[config.mk]
export PLATFORM = sky130hd
export DESIGN_NAME = fpu
export DESIGN_NICKNAME = d
export VERILOG_FILES = /design/src/source/fpuPkg.sv /design/src/source/fpDecoder.sv /design/src/source/fpHazard.sv /design/src/source/fpRegFile.sv /design/src/source/fpSimpleOps.sv /design/src/source/fpUnpack.sv /design/src/source/fpu.sv
export SDC_FILE = /design/constraint.sdc
export NUM_CORES = 2
export LEC_CHECK = 0
export ABC_AREA = 1
export CAP_MARGIN = 20
export CORE_ASPECT_RATIO = 1.4
export CORE_MARGIN = 1.5
export CORE_UTILIZATION = 50
export CTS_CLUSTER_DIAMETER = 40
export DETAILED_ROUTE_END_ITERATION = 10
export DONT_BUFFER_PORTS = 1
export PLACE_DENSITY = 0.65
export REMOVE_ABC_BUFFERS = 1
export SLEW_MARGIN = 20
export SYNTH_ARGS = -nofsm -noshare
export SYNTH_HDL_FRONTEND = slang
export SYNTH_SLANG_ARGS = --single-unit
[constraint.sdc]
create_clock -name clk -period 14.6 [get_ports clk]
set_clock_uncertainty 0.15 [all_clocks]
set_input_delay 0 -clock clk [delete_from_list [all_inputs] [get_ports clk]]
set_output_delay 0 -clock clk [all_outputs]
set_load 0.01 [all_outputs]
[src/source/fpuPkg.sv]
// Common widths, RISC-V single-precision encodings and the per-stage operation type
package fpuPkg;

  // Word and field widths, single precision only
  parameter int FpWidth      = 32;  // FP register data and integer results
  parameter int ExpWidth     = 8;
  parameter int FracWidth    = 23;
  parameter int RegAddrWidth = 5;   // 32 FP registers
  parameter int ClassWidth   = 10;  // fclass one-hot field

  //////////////////////////////////////////////////////////////////////
  // Major opcodes
  parameter logic [6:0] OpcodeLoadFp  = 7'b0000111;  // flw
  parameter logic [6:0] OpcodeStoreFp = 7'b0100111;  // fsw
  parameter logic [6:0] OpcodeOpFp    = 7'b1010011;

  // funct7 of the supported OP-FP groups, fmt bits = S
  parameter logic [6:0] Funct7Sgnj    = 7'b0010000;
  parameter logic [6:0] Funct7MinMax  = 7'b0010100;
  parameter logic [6:0] Funct7Cmp     = 7'b1010000;
  parameter logic [6:0] Funct7ClassMv = 7'b1110000;  // fclass and fmv.x.w
  parameter logic [6:0] Funct7MvWX    = 7'b1111000;

  //////////////////////////////////////////////////////////////////////
  // Operation carried down the pipe, OpNone is a bubble or an illegal instruction
  typedef enum logic [3:0] {
    OpNone, OpLoad, OpStore,
    OpSgnj, OpSgnjn, OpSgnjx,
    OpMin, OpMax,
    OpEq, OpLt, OpLe,
    OpClass, OpMvXW, OpMvWX
  } fpOpT;

  // Position of NV in the NV/DZ/OF/UF/NX flag field
  parameter int FlagNv = 4;

endpackage

[src/source/fpDecoder.sv]
// FP decoder, decodes the D instruction, flags illegal encodings and pipes control to E/M/W
`timescale 1ns/100ps

module fpDecoder (
  input  logic                              clk,
  input  logic                              reset,
  input  logic                              stall,          // Freezes E/M/W
  input  logic                              bubbleE,        // Load-use bubble into E
  input  logic [31:0]                       instrD,
  input  logic [1:0]                        statusFs,       // mstatus.FS, 0 = off
  output logic                              illegalInstrD,
  output fpuPkg::fpOpT                      opD, opE, opM, opW,
  output logic [fpuPkg::RegAddrWidth-1:0]   rs1D, rs2D, rs3D,
  output logic [fpuPkg::RegAddrWidth-1:0]   rdE, rdM, rdW,
  output logic                              regWriteE, regWriteM, regWriteW,
  output logic                              readsRs1D, readsRs2D,
  output logic                              intWriteM       // Result goes to the integer file
);

  fpuPkg::fpOpT                    opDec;     // Raw decode before the FS check
  logic                            regWriteD;
  logic [6:0]                      opcode, funct7;
  logic [2:0]                      funct3;
  logic [fpuPkg::RegAddrWidth-1:0] rdD;

  assign opcode = instrD[6:0];
  assign funct3 = instrD[14:12];
  assign funct7 = instrD[31:25];
  assign rdD    = instrD[11:7];
  assign rs1D   = instrD[19:15];
  assign rs2D   = instrD[24:20];
  assign rs3D   = instrD[31:27];  // R4 field, no fused ops here

  //////////////////////////////////////////////////////////////////////
  // Decode

  always_comb begin
    opDec = fpuPkg::OpNone;  // Anything not matched is illegal
    if (opcode == fpuPkg::OpcodeLoadFp && funct3 == 3'b010)
      opDec = fpuPkg::OpLoad;
    else if (opcode == fpuPkg::OpcodeStoreFp && funct3 == 3'b010)
      opDec = fpuPkg::OpStore;
    else if (opcode == fpuPkg::OpcodeOpFp) begin
      case (funct7)
        fpuPkg::Funct7Sgnj:
          case (funct3)
            3'b000:  opDec = fpuPkg::OpSgnj;
            3'b001:  opDec = fpuPkg::OpSgnjn;
            3'b010:  opDec = fpuPkg::OpSgnjx;
            default: opDec = fpuPkg::OpNone;
          endcase
        fpuPkg::Funct7MinMax:
          case (funct3)
            3'b000:  opDec = fpuPkg::OpMin;
            3'b001:  opDec = fpuPkg::OpMax;
            default: opDec = fpuPkg::OpNone;
          endcase
        fpuPkg::Funct7Cmp:
          case (funct3)
            3'b010:  opDec = fpuPkg::OpEq;
            3'b001:  opDec = fpuPkg::OpLt;
            3'b000:  opDec = fpuPkg::OpLe;
            default: opDec = fpuPkg::OpNone;
          endcase
        fpuPkg::Funct7ClassMv:                       // rs2 must be zero
          if (rs2D == '0 && funct3 == 3'b000)
            opDec = fpuPkg::OpMvXW;
          else if (rs2D == '0 && funct3 == 3'b001)
            opDec = fpuPkg::OpClass;
        fpuPkg::Funct7MvWX:
          if (rs2D == '0 && funct3 == 3'b000)
            opDec = fpuPkg::OpMvWX;
        default: opDec = fpuPkg::OpNone;             // fadd, fmul, fcvt etc
      endcase
    end
  end

  assign illegalInstrD = (opDec == fpuPkg::OpNone) | (statusFs == 2'b00);
  assign opD = illegalInstrD ? fpuPkg::OpNone : opDec;  // Illegal ones travel as bubbles

  // Which ops write an FP register and which FP sources they read
  assign regWriteD = opD inside {fpuPkg::OpLoad, fpuPkg::OpSgnj, fpuPkg::OpSgnjn,
                                 fpuPkg::OpSgnjx, fpuPkg::OpMin, fpuPkg::OpMax,
                                 fpuPkg::OpMvWX};
  assign readsRs1D = opD inside {fpuPkg::OpSgnj, fpuPkg::OpSgnjn, fpuPkg::OpSgnjx,
                                 fpuPkg::OpMin, fpuPkg::OpMax, fpuPkg::OpEq, fpuPkg::OpLt,
                                 fpuPkg::OpLe, fpuPkg::OpClass, fpuPkg::OpMvXW};
  assign readsRs2D = opD inside {fpuPkg::OpStore, fpuPkg::OpSgnj, fpuPkg::OpSgnjn,
                                 fpuPkg::OpSgnjx, fpuPkg::OpMin, fpuPkg::OpMax,
                                 fpuPkg::OpEq, fpuPkg::OpLt, fpuPkg::OpLe};

  //////////////////////////////////////////////////////////////////////
  // E/M/W control pipeline

  always_ff @(posedge clk) begin
    if (reset) begin
      opE       <= fpuPkg::OpNone;
      opM       <= fpuPkg::OpNone;
      opW       <= fpuPkg::OpNone;
      regWriteE <= 1'b0;
      regWriteM <= 1'b0;
      regWriteW <= 1'b0;
    end else if (!stall) begin
      opE       <= bubbleE ? fpuPkg::OpNone : opD;
      regWriteE <= regWriteD & ~bubbleE;
      opM       <= opE;
      regWriteM <= regWriteE;
      opW       <= opM;
      regWriteW <= regWriteM;
    end
  end

  always_ff @(posedge clk) begin
    if (!stall) begin
      rdE <= rdD;
      rdM <= rdE;
      rdW <= rdM;
    end
  end

  assign intWriteM = opM inside {fpuPkg::OpEq, fpuPkg::OpLt, fpuPkg::OpLe,
                                 fpuPkg::OpClass, fpuPkg::OpMvXW};

  // An illegal instruction must never reach the execute stage as a live op
  assert property (@(posedge clk) disable iff (reset)
                   illegalInstrD && !stall |=> opE == fpuPkg::OpNone)
    else $error("illegal instruction reached E as a live op");

endmodule

[src/source/fpHazard.sv]
// FP hazard unit, picks E operand forwarding from M or W and raises the load-use stall
`timescale 1ns/100ps

module fpHazard (
  input  logic [fpuPkg::RegAddrWidth-1:0]   rs1D, rs2D,
  input  logic                              readsRs1D, readsRs2D,
  input  fpuPkg::fpOpT                      opE,
  input  logic [fpuPkg::RegAddrWidth-1:0]   rdE,
  input  logic                              regWriteE,
  input  logic [fpuPkg::RegAddrWidth-1:0]   rs1E, rs2E,
  input  logic [fpuPkg::RegAddrWidth-1:0]   rdM,
  input  logic                              regWriteM,
  input  fpuPkg::fpOpT                      opM,
  input  logic [fpuPkg::RegAddrWidth-1:0]   rdW,
  input  logic                              regWriteW,
  output logic [1:0]                        forwardXE,  // 00 regfile, 01 W, 10 M
  output logic [1:0]                        forwardYE,
  output logic                              fpuStallD
);

  logic loadInE;

  // M wins over W, a load in M has no data yet
  function automatic logic [1:0] fwdSel(input logic [fpuPkg::RegAddrWidth-1:0] rs);
    if (regWriteM && opM != fpuPkg::OpLoad && rdM == rs)
      return 2'b10;
    else if (regWriteW && rdW == rs)
      return 2'b01;
    else
      return 2'b00;
  endfunction

  assign forwardXE = fwdSel(rs1E);
  assign forwardYE = fwdSel(rs2E);

  // flw in E feeding the D instruction, one bubble lets it reach W
  assign loadInE   = regWriteE & (opE == fpuPkg::OpLoad);
  assign fpuStallD = loadInE & ((readsRs1D & (rs1D == rdE)) | (readsRs2D & (rs2D == rdE)));

endmodule

[src/source/fpRegFile.sv]
// FP register file, two reads in D and one write from W, with write-through to the read ports
`timescale 1ns/100ps

module fpRegFile (
  input  logic                              clk,
  input  logic                              reset,
  input  logic                              writeEn,
  input  logic [fpuPkg::RegAddrWidth-1:0]   writeAddr,
  input  logic [fpuPkg::FpWidth-1:0]        writeData,
  input  logic [fpuPkg::RegAddrWidth-1:0]   readAddr1,
  input  logic [fpuPkg::RegAddrWidth-1:0]   readAddr2,   // Also the fsw data source
  output logic [fpuPkg::FpWidth-1:0]        readData1,
  output logic [fpuPkg::FpWidth-1:0]        readData2
);

  logic [fpuPkg::FpWidth-1:0] regs [1 << fpuPkg::RegAddrWidth];  // f0 is an ordinary register

  always_ff @(posedge clk) begin
    if (reset) begin
      for (int i = 0; i < (1 << fpuPkg::RegAddrWidth); i++)
        regs[i] <= '0;
    end else if (writeEn) begin
      regs[writeAddr] <= writeData;
    end
  end

  // Write-through, so a D read sees the W write of the same cycle
  assign readData1 = (writeEn && writeAddr == readAddr1) ? writeData : regs[readAddr1];
  assign readData2 = (writeEn && writeAddr == readAddr2) ? writeData : regs[readAddr2];

endmodule

[src/source/fpSimpleOps.sv]
// Single-cycle FP ops in E, sign injection, min/max, compares, fclass and fmv.x.w
`timescale 1ns/100ps

module fpSimpleOps (
  input  fpuPkg::fpOpT                  opE,
  input  logic [fpuPkg::FpWidth-1:0]    xE, yE,
  input  logic                          xSign, ySign,
  input  logic [fpuPkg::ExpWidth-1:0]   xExp, yExp,
  input  logic [fpuPkg::FracWidth-1:0]  xFrac, yFrac,
  input  logic                          xZero, yZero,
  input  logic                          xSubnorm,
  input  logic                          xInf,
  input  logic                          xNan, yNan,
  input  logic                          xSnan, ySnan,
  output logic [fpuPkg::FpWidth-1:0]    fpResE,    // To the FP register path
  output logic [fpuPkg::FpWidth-1:0]    intResE,   // To the integer register path
  output logic                          invalidE   // NV flag
);

  localparam logic [fpuPkg::FpWidth-1:0] CanonNan = 32'h7FC00000;

  logic                              magLt, magEq;      // |x| vs |y|
  logic                              ltOrd;             // x < y with -0 < +0
  logic                              bothZero, anyNan;
  logic                              eqRes, ltRes, leRes;
  logic                              sgnBit, xNormal;
  logic [fpuPkg::FpWidth-1:0]        sgnRes, minMaxRes;
  logic [fpuPkg::ClassWidth-1:0]     classRes;

  //////////////////////////////////////////////////////////////////////
  // Compare core

  assign magLt    = {xExp, xFrac} < {yExp, yFrac};
  assign magEq    = {xExp, xFrac} == {yExp, yFrac};
  assign bothZero = xZero & yZero;
  assign anyNan   = xNan | yNan;

  // Differing signs, negative one is smaller; both negative, larger magnitude is smaller
  assign ltOrd = (xSign ^ ySign) ? xSign : (xSign ? ~(magLt | magEq) : magLt);

  assign eqRes = ~anyNan & ((magEq & (xSign == ySign)) | bothZero);  // +0 == -0
  assign ltRes = ~anyNan & ltOrd & ~bothZero;
  assign leRes = ltRes | eqRes;

  // minimumNumber/maximumNumber, a single NaN loses
  always_comb begin
    if (xNan && yNan)
      minMaxRes = CanonNan;
    else if (xNan)
      minMaxRes = yE;
    else if (yNan)
      minMaxRes = xE;
    else if (opE == fpuPkg::OpMin)
      minMaxRes = ltOrd ? xE : yE;
    else
      minMaxRes = ltOrd ? yE : xE;
  end

  //////////////////////////////////////////////////////////////////////
  // Sign injection and classify

  always_comb begin
    case (opE)
      fpuPkg::OpSgnjn: sgnBit = ~ySign;
      fpuPkg::OpSgnjx: sgnBit = xSign ^ ySign;
      default:         sgnBit = ySign;            // fsgnj
    endcase
  end
  assign sgnRes = {sgnBit, xE[fpuPkg::FpWidth-2:0]};  // Magnitude from X

  assign xNormal  = ~(xZero | xSubnorm | xInf | xNan);
  assign classRes = {xNan & ~xSnan, xSnan,                       // qNaN, sNaN
                     ~xSign & xInf, ~xSign & xNormal, ~xSign & xSubnorm, ~xSign & xZero,
                     xSign & xZero, xSign & xSubnorm, xSign & xNormal, xSign & xInf};

  //////////////////////////////////////////////////////////////////////
  // Result select

  always_comb begin
    fpResE   = sgnRes;
    intResE  = '0;
    invalidE = 1'b0;
    case (opE)
      fpuPkg::OpMin, fpuPkg::OpMax: begin
        fpResE   = minMaxRes;
        invalidE = xSnan | ySnan;
      end
      fpuPkg::OpEq: begin
        intResE  = {{(fpuPkg::FpWidth-1){1'b0}}, eqRes};
        invalidE = xSnan | ySnan;                 // Quiet compare
      end
      fpuPkg::OpLt: begin
        intResE  = {{(fpuPkg::FpWidth-1){1'b0}}, ltRes};
        invalidE = anyNan;                        // Signaling compares
      end
      fpuPkg::OpLe: begin
        intResE  = {{(fpuPkg::FpWidth-1){1'b0}}, leRes};
        invalidE = anyNan;
      end
      fpuPkg::OpClass: intResE = {{(fpuPkg::FpWidth-fpuPkg::ClassWidth){1'b0}}, classRes};
      fpuPkg::OpMvXW:  intResE = xE;              // Raw bit move
      default: ;
    endcase
  end

  always_comb begin
    if (opE == fpuPkg::OpClass)
      assert ($onehot(intResE)) else $error("fclass result is not one-hot");
  end

endmodule

[src/source/fpUnpack.sv]
// Operand unpacker, splits both E operands into fields and classifies each one
`timescale 1ns/100ps

module fpUnpack (
  input  logic [fpuPkg::FpWidth-1:0]    xE, yE,
  output logic                          xSign, ySign,
  output logic [fpuPkg::ExpWidth-1:0]   xExp, yExp,
  output logic [fpuPkg::FracWidth-1:0]  xFrac, yFrac,
  output logic                          xZero, yZero,
  output logic                          xSubnorm, ySubnorm,
  output logic                          xInf, yInf,
  output logic                          xNan, yNan,
  output logic                          xSnan, ySnan
);

  // {zero, subnorm, inf, nan, snan} from exponent and fraction
  function automatic logic [4:0] classify(input logic [fpuPkg::ExpWidth-1:0] e,
                                          input logic [fpuPkg::FracWidth-1:0] f);
    logic expZero, expMax, fracZero;
    expZero  = ~|e;
    expMax   = &e;
    fracZero = ~|f;
    return {expZero & fracZero, expZero & ~fracZero, expMax & fracZero,
            expMax & ~fracZero, expMax & ~fracZero & ~f[fpuPkg::FracWidth-1]};  // Quiet bit clear
  endfunction

  assign {xSign, xExp, xFrac} = xE;
  assign {ySign, yExp, yFrac} = yE;

  assign {xZero, xSubnorm, xInf, xNan, xSnan} = classify(xExp, xFrac);
  assign {yZero, ySubnorm, yInf, yNan, ySnan} = classify(yExp, yFrac);

  // Classes must be exclusive, fclass and min/max rely on it
  always_comb begin
    assert ($onehot0({xZero, xSubnorm, xInf, xNan}) && $onehot0({yZero, ySubnorm, yInf, yNan}))
      else $error("operand falls in more than one class");
  end

endmodule

[src/source/fpu.sv]
// FPU slice top level, D/E/M/W pipeline registers, forwarding and writeback select
`timescale 1ns/100ps

module fpu (
  input  logic                          clk,
  input  logic                          reset,
  input  logic                          stall,          // Freezes the whole pipe
  input  logic [1:0]                    statusFs,
  input  logic [31:0]                   instrD,
  input  logic [fpuPkg::FpWidth-1:0]    srcAE,          // fmv.w.x source from the IEU
  input  logic [fpuPkg::FpWidth-1:0]    readDataW,      // flw data from the LSU
  output logic                          illegalInstrD,
  output logic                          fpuStallD,
  output logic                          fpLoadStoreM,
  output logic [fpuPkg::FpWidth-1:0]    fWriteDataM,    // fsw data
  output logic                          intWriteM,
  output logic [fpuPkg::FpWidth-1:0]    intResM,
  output logic [4:0]                    setFlagsM
);

  fpuPkg::fpOpT                      opE, opM, opW;
  logic [fpuPkg::RegAddrWidth-1:0]   rs1D, rs2D, rs1E, rs2E, rdE, rdM, rdW;
  logic                              regWriteE, regWriteM, regWriteW;
  logic                              readsRs1D, readsRs2D;
  logic [1:0]                        forwardXE, forwardYE;
  logic [fpuPkg::FpWidth-1:0]        rd1D, rd2D, rd1E, rd2E;   // Regfile data
  logic [fpuPkg::FpWidth-1:0]        xE, yE;                   // Forwarded operands
  logic                              xSign, ySign, xZero, yZero, xSubnorm, xInf;
  logic                              xNan, yNan, xSnan, ySnan;
  logic [fpuPkg::ExpWidth-1:0]       xExp, yExp;
  logic [fpuPkg::FracWidth-1:0]      xFrac, yFrac;
  logic [fpuPkg::FpWidth-1:0]        fpResE, intResE, preFpResE;
  logic                              invalidE, invalidM;
  logic [fpuPkg::FpWidth-1:0]        fpResM, fpResW, resultW;

  //////////////////////////////////////////////////////////////////////
  // Decode stage

  fpDecoder decoder (.clk, .reset, .stall, .bubbleE(fpuStallD), .instrD, .statusFs,
    .illegalInstrD, .opD(), .opE, .opM, .opW, .rs1D, .rs2D, .rs3D(),
    .rdE, .rdM, .rdW, .regWriteE, .regWriteM, .regWriteW,
    .readsRs1D, .readsRs2D, .intWriteM);

  fpRegFile regFile (.clk, .reset, .writeEn(regWriteW & ~stall), .writeAddr(rdW),
    .writeData(resultW), .readAddr1(rs1D), .readAddr2(rs2D),
    .readData1(rd1D), .readData2(rd2D));

  // D/E operands, a bubble makes them don't-care
  always_ff @(posedge clk) begin
    if (!stall) begin
      rd1E <= rd1D;
      rd2E <= rd2D;
      rs1E <= rs1D;
      rs2E <= rs2D;
    end
  end

  //////////////////////////////////////////////////////////////////////
  // Execute stage

  fpHazard hazard (.rs1D, .rs2D, .readsRs1D, .readsRs2D, .opE, .rdE, .regWriteE,
    .rs1E, .rs2E, .rdM, .regWriteM, .opM, .rdW, .regWriteW,
    .forwardXE, .forwardYE, .fpuStallD);

  // Forwarding muxes, M then W then regfile
  assign xE = forwardXE[1] ? fpResM : (forwardXE[0] ? resultW : rd1E);
  assign yE = forwardYE[1] ? fpResM : (forwardYE[0] ? resultW : rd2E);

  fpUnpack unpack (.xE, .yE, .xSign, .ySign, .xExp, .yExp, .xFrac, .yFrac,
    .xZero, .yZero, .xSubnorm, .ySubnorm(), .xInf, .yInf(),
    .xNan, .yNan, .xSnan, .ySnan);

  fpSimpleOps simpleOps (.opE, .xE, .yE, .xSign, .ySign, .xExp, .yExp, .xFrac, .yFrac,
    .xZero, .yZero, .xSubnorm, .xInf, .xNan, .yNan, .xSnan, .ySnan,
    .fpResE, .intResE, .invalidE);

  assign preFpResE = (opE == fpuPkg::OpMvWX) ? srcAE : fpResE;  // fmv.w.x joins here

  // E/M registers
  always_ff @(posedge clk) begin
    if (reset)
      invalidM <= 1'b0;
    else if (!stall)
      invalidM <= invalidE;
  end

  always_ff @(posedge clk) begin
    if (!stall) begin
      fpResM      <= preFpResE;
      intResM     <= intResE;
      fWriteDataM <= yE;                          // Store data after forwarding
    end
  end

  //////////////////////////////////////////////////////////////////////
  // Memory stage

  assign fpLoadStoreM = (opM == fpuPkg::OpLoad) | (opM == fpuPkg::OpStore);

  always_comb begin
    setFlagsM                 = '0;
    setFlagsM[fpuPkg::FlagNv] = invalidM;         // Only NV can be raised here
  end

  always_ff @(posedge clk) begin
    if (!stall)
      fpResW <= fpResM;
  end

  //////////////////////////////////////////////////////////////////////
  // Writeback stage

  assign resultW = (opW == fpuPkg::OpLoad) ? readDataW : fpResW;

  // Load-use bubble lasts one cycle unless the core holds the pipe
  assert property (@(posedge clk) disable iff (reset) fpuStallD && !stall |=> !fpuStallD)
    else $error("fpuStallD high past its single bubble");

endmodule

======== After elaboration in Yosys (flattened, before gate mapping) ========
Memories as Yosys holds them, arrays and structs flattened.
Index checks and enable logic that the tools add are counted.
operators by class
  bitwise gates (word level) .............. 51
  equality and inequality tests ........... 53
  magnitude comparators ................... 1
  mux-type cells .......................... 44
  reductions and logical operators ........ 34
operator list
  cell                                                                   count
  32-bit two-way mux                                                     16
  32-bit one-hot mux with 5 select lines                                 1
  4-bit equality test, second input constant                             17
  23-bit OR reduction                                                    2
  5-bit equality test                                                    8
  4-bit by 3-bit equality test with 1-bit output, second input constant  8
  4-bit two-way mux                                                      8
  32-bit OR reduction                                                    1
  31-bit equality test                                                   1
  31-bit < comparator                                                    1
  1-bit AND                                                              28
  7-bit equality test, second input constant                             4
  4-bit one-hot mux with 5 select lines                                  1
  4-bit by 1-bit equality test with 1-bit output, second input constant  4
  8-bit AND reduction                                                    2
  8-bit OR reduction                                                     2
  7-bit by 5-bit equality test with 1-bit output, second input constant  2
  4-bit by 2-bit equality test with 1-bit output, second input constant  3
  1-bit logical AND                                                      12
  4-bit one-hot mux with 3 select lines                                  1
  1-bit inverter                                                         11
  1-bit OR                                                               11
  1-bit two-way mux                                                      10
  10-bit nonzero test                                                    1
  22 further kinds                                                       28
word-level totals
  logic and storage cells ................. 202
  RAM bits ................................ 1,024
  memories ................................ 1
  input port bits ......................... 101
  register bits after elaboration ......... 233
memories
  memory        depth  bits a word  read ports  clocked after memory_dff  wr ports  line             source
  regFile.regs  32     32           2           0                         32        fpRegFile.sv:16  logic [fpuPkg::FpWidth-1:0] regs [1 << fpuPkg::RegAddrWidth];

======== Longest topological paths before layout ========
  depth in word-level cells ............... 18
  depth in mapped cells ................... 34
  depth with buffers taken out ............ 32

======== Modules after synthesis ========
Synthesis repeated with hierarchy kept, for this count alone.
second synthesis, totals
  cell total of the unflattened synthesis .. 9,081
  area, all modules ....................... 71,474.8 µm²
by module, submodules not included
  module       cells each  area each (µm²)  seq. area each (µm²)  instances
  fpRegFile    7,277       56,844.5         30,749.5              1
  fpu          844         9,208.8          6,085.8               1
  fpSimpleOps  466         2,278.4          0.0                   1
  fpDecoder    240         1,803.0          750.7                 1
  fpUnpack     143         807.0            0.0                   1
  fpHazard     111         533.0            0.0                   1

======== Least setup slack after synthesis ========
OpenSTA, ideal clock, no wires.
  path kind ............................... input to register
  from .................................... in stall
  to ...................................... reg decoder.opW[1]
  arrival time ............................ 6.450 ns
  path slack .............................. 7.599 ns
  cell stages on the path ................. 3
  data required time ...................... 14.049 ns
  path through ............................ clkinv_1 > clkbuf_1 > a21oi_1
RTL lines
  element                 line              source
  start: declaration      fpu.sv:7          input logic stall,
  end signal: assignment  fpDecoder.sv:99   opW <= fpuPkg::OpNone;
  end signal: assignment  fpDecoder.sv:108  opW <= opM;
  end: declaration        fpDecoder.sv:12   output fpuPkg::fpOpT opD, opE, opM, opW,
No word-level cell between the ends.

======== Final worst setup path ========
  from .................................... reg decoder.rdW[2] (netlist bit)
  to ...................................... reg fpResM[13] (netlist bit), data pin
between the ends
  cells in the longest elaborated chain, start to end .. 18
  elaborated cells between the ends (all ways) .. 34
  those cells by class .................... order compare: 1; eq/ne: 3; mux: 18; bitwise: 5; reduce/logical: 7
ends and longest elaborated chain
  element                                                             line                                  source
  start: declaration                                                  fpDecoder.sv:14                       output logic [fpuPkg::RegAddrWidth-1:0] rdE, rdM, rdW,
  start signal: assignment                                            fpDecoder.sv:117                      rdW <= rdM;
  5-bit equality test (*)                                             fpHazard.sv:27                        else if (regWriteW && rdW == rs)
  1-bit logical AND (*)                                               fpHazard.sv:27
  1-bit two-way mux (*)                                               fpHazard.sv:27
  2-bit two-way mux (*)                                               fpHazard.sv:25                        if (regWriteM && opM != fpuPkg::OpLoad && rdM == rs)
  32-bit two-way mux (*) (2 in a row)                                 fpu.sv:67                             assign yE = forwardYE[1] ? fpResM : (forwardYE[0] ? resultW : rd2E);
  named net simpleOps.yE (one bit)                                    fpSimpleOps.sv:6                      input logic [fpuPkg::FpWidth-1:0] xE, yE,
  31-bit < comparator / 31-bit equality test (equally long branches)  fpSimpleOps.sv:33, fpSimpleOps.sv:34
  1-bit OR                                                            fpSimpleOps.sv:39                     assign ltOrd = (xSign ^ ySign) ? xSign : (xSign ? ~(magLt | magEq) : magLt);
  [... 3 more ...]                                                    --
  32-bit two-way mux (on tied branches)                               fpSimpleOps.sv:56, fpSimpleOps.sv:54
  32-bit two-way mux                                                  fpSimpleOps.sv:53                     else if (opE == fpuPkg::OpMin)
  32-bit two-way mux                                                  fpSimpleOps.sv:51                     else if (yNan)
  32-bit two-way mux                                                  fpSimpleOps.sv:49                     else if (xNan)
  32-bit two-way mux (*)                                              fpSimpleOps.sv:47                     if (xNan && yNan)
  32-bit two-way mux (*)                                              fpSimpleOps.sv:83                     case (opE)
  32-bit two-way mux (*)                                              fpu.sv:77                             assign preFpResE = (opE == fpuPkg::OpMvWX) ? srcAE : fpResE;
  named net preFpResE (one bit)                                       fpu.sv:32                             logic [fpuPkg::FpWidth-1:0] fpResE, intResE, preFpResE;
  end signal: assignment                                              fpu.sv:89                             fpResM <= preFpResE;
  end: declaration                                                    fpu.sv:34                             logic [fpuPkg::FpWidth-1:0] fpResM, fpResW, resultW;
The timed path passes the listed nets; every way through them passes the cells marked *.
A chain may end at the register's enable or synchronous reset.

==> flow_summary.ini <==
[critical_path]
crit_arrival_ps = 7320
slowest_stage = edfxtp_1
critPathCaptureType = flip-flop
critPathMostFrequentCell = nand2_1
cpPeakStageDelay_ps = 630
critical_path_peak_fanout = 36
critPathKind = reg -> reg
critPathRequiredTime_ps = 14980
start_kind = flip-flop

[clocking]
root_buffer = clkbuf_16
clk_latency_ps = 810
clockBufferDepth = 3
cts_resized = 0
cts_buffers = 146
cts_setup_buffers = 0
clock-sinks = 1257
h-tree-depth = 4
cts_tree = done
path_clk_slew_ps = 60
cts_hold_buf = 170

[grt]
grt_max_degree = 505
grt_pass1_vias = 60150
antenna_found_initial = 18
groute.usage.overall_pct = 39.77
grt-ovfl-total = 0
grt_pass1_wl_um = 397200

[floorplanning]
core-area_mm2 = 0.1327
die-area_mm2 = 0.1360
die_h_um = 435.8
initial_core_util_pct = 50.42
die_w_um = 312.1
ios = 174
rows = 158

[placed_design]
place_congestion = 0.9833
port_buffers = 0
dp_hpwl_um = 145100

[routing]
num_vias = 63650
post_drt_wl_per_cell_um = 30.13
ant_nets = 0
drt-initial-drc-count = 10990
viasPerCell = 6.864
dr.pass1.iters = 7
drc_errors = 0
drt_wl_total_um = 279400

[run_status]
violations = slew limit
status = finished with violations

[synthesis]
yosys_warnings = 0
ys_ff_latch = 1257
synth_cell_types = 63
synth-edff-count = 1241
seq_area_frac_synth_pct = 56.19
synth_area_mm2 = 0.06689
synthArstFlopShare_pct = 0
syn_area_per_cell_um2 = 8.783
netlist_instances = 7615
synth_ff_type = edfxtp_1

[layout]
syn_to_final_growth_pct = 11.72
drive_gt1_share_pct = 7.068
layout.nets = 7493

[sta]
period_share_pct = 47.49
tightest_slew_ps = 2178
maxSlewHeadroom_pct = -45.23
clock.fmax_mhz = 144.2
whs_ps = 89.24
rsz0062_at_grt = false
fin_crit_ps = 6933
finalHoldViolCount = 0
slew_violations = 513
tns_ps = 0
setup_viol = 0

[power]
peakVddDrop_mv = 0.1353
powerDensity_mw_per_mm2 = 122.8
p_leak_uw = 0.02690

[hold_path]
hold_class = in -> reg

[job]
maxCapViolCount = 0
==> registers in the layout (all words and copies together), names as in the netlist, 32 cells and up <==
name and count:
rd2E 32, intResM 32, regFile.regs 1024, fpResW 32, fWriteDataM 32, rd1E 32, fpResM 32
==> final timing paths <==
kind / startpoint / end / slack [ps] / depth (start not counted)
worst min register to register: fpResM[13] / fpResW[13] / 300 / 0
worst max-delay path: decoder.rdW[2] / fpResM[13] / 7670 / 29
worst max register to register: decoder.rdW[2] / fpResM[13] / 7670 / 29
worst min-delay path: instrD[16] / rd1E[9] / 90 / 6
==> worst max-delay path, delay by kind of cell, from the launching register on <==
| kind | cells | cell delay, ps |
|---|---|---|
| AOI/OAI and AO/OA | 6 | 940 |
| DFF | 1 | 630 |
| and+or+nand+nor | 17 | 2600 |
| adders and majority gates | 1 | 290 |
| buffers and inverters | 5 | 2020 |
==> cell usage after synthesis (12+ instances only) <==
cell | n | area, um2
ha_1 | 26 | 325.3
buf_1 | 20 | 75.07
o22ai_1 | 580 | 3628
mux2i_4 | 15 | 337.8
o32ai_1 | 27 | 236.5
o21ai_0 | 1393 | 6972
nand3_1 | 127 | 635.6
o21ai_1 | 40 | 200.2
edfxtp_1 | 1241 | 37270
clkbuf_1 | 647 | 2429
nand2_1 | 363 | 1363
buf_2 | 18 | 90.09
o221ai_1 | 66 | 578.1
o211ai_1 | 28 | 210.2
nor2_1 | 2496 | 9369
nor3_1 | 34 | 170.2
inv_1 | 198 | 743.2
inv_2 | 12 | 45.04
nand4_1 | 25 | 156.4
dfxtp_1 | 16 | 320.3
a21oi_1 | 100 | 500.5
==> kinds of logic after synthesis <==
logic type,Yosys count,synth area share [%]
AOI/OAI and AO/OA,2280,19.04
other,1,0.005607
and+or+nand+nor,3084,17.96
muxes,23,0.6529
xor gates and xnor gates,15,0.1964
DFF,1257,56.19
adders and majority gates,26,0.4864
buffers and inverters,929,5.466
==> area by class of cell <==
class	instances	area, um2
diodes	29	72.57
clock inverters	94	968.4
repair buffers	308	3048
fillers	11420	57930
inverters	221	874.6
well taps	1760	2202
multi-input cells	5432	25960
clock buffers	172	4006
flip-flops and latches	1257	37590
==> report_power, final <==
part           leakage [uW]  internal, uW  total, uW  switching [uW]
Sequential           0.0129          4120       4210            94.4
Combinational        0.0116           319       1140             823
Clock               0.00241          2240       3820            1580
==> through the flow <==
stage               instances  util (%)  cell area (um2)  worst slack (ps)  power [uW]
CTS                      9241     56.22            74570              7857        9091
detailed placement       8805     51.08            67750              8400        5269
floorplan                6910         -            64070              5874        4902
global placement         8800     50.99            67640              8448        5245
finish                   9273     56.33            74720              7667        9173
global route             9258     56.30            74680              7305        9360
==> placed cells by master (no fill, tap or decap), types with 127 or more instances in the layout <==
cell / n
nor2_1: 2495
buf_4: 127
nand3_1: 127
clkbuf_16: 158
o21ai_0: 1393
o22ai_1: 580
dlygate4sd3_1: 160
edfxtp_1: 1241
nand2_1: 297
inv_1: 191
==> layer usage <==
metal	track usage, %	vias to the layer above	wire length (um)
li1	-	26350	-
met1	49.30	30410	94420
met2	60.60	5524	123200
met3	10.83	1361	40770
met4	27.22	2	21050
met5	0	-	11
(Power assumes the default switching activity.)
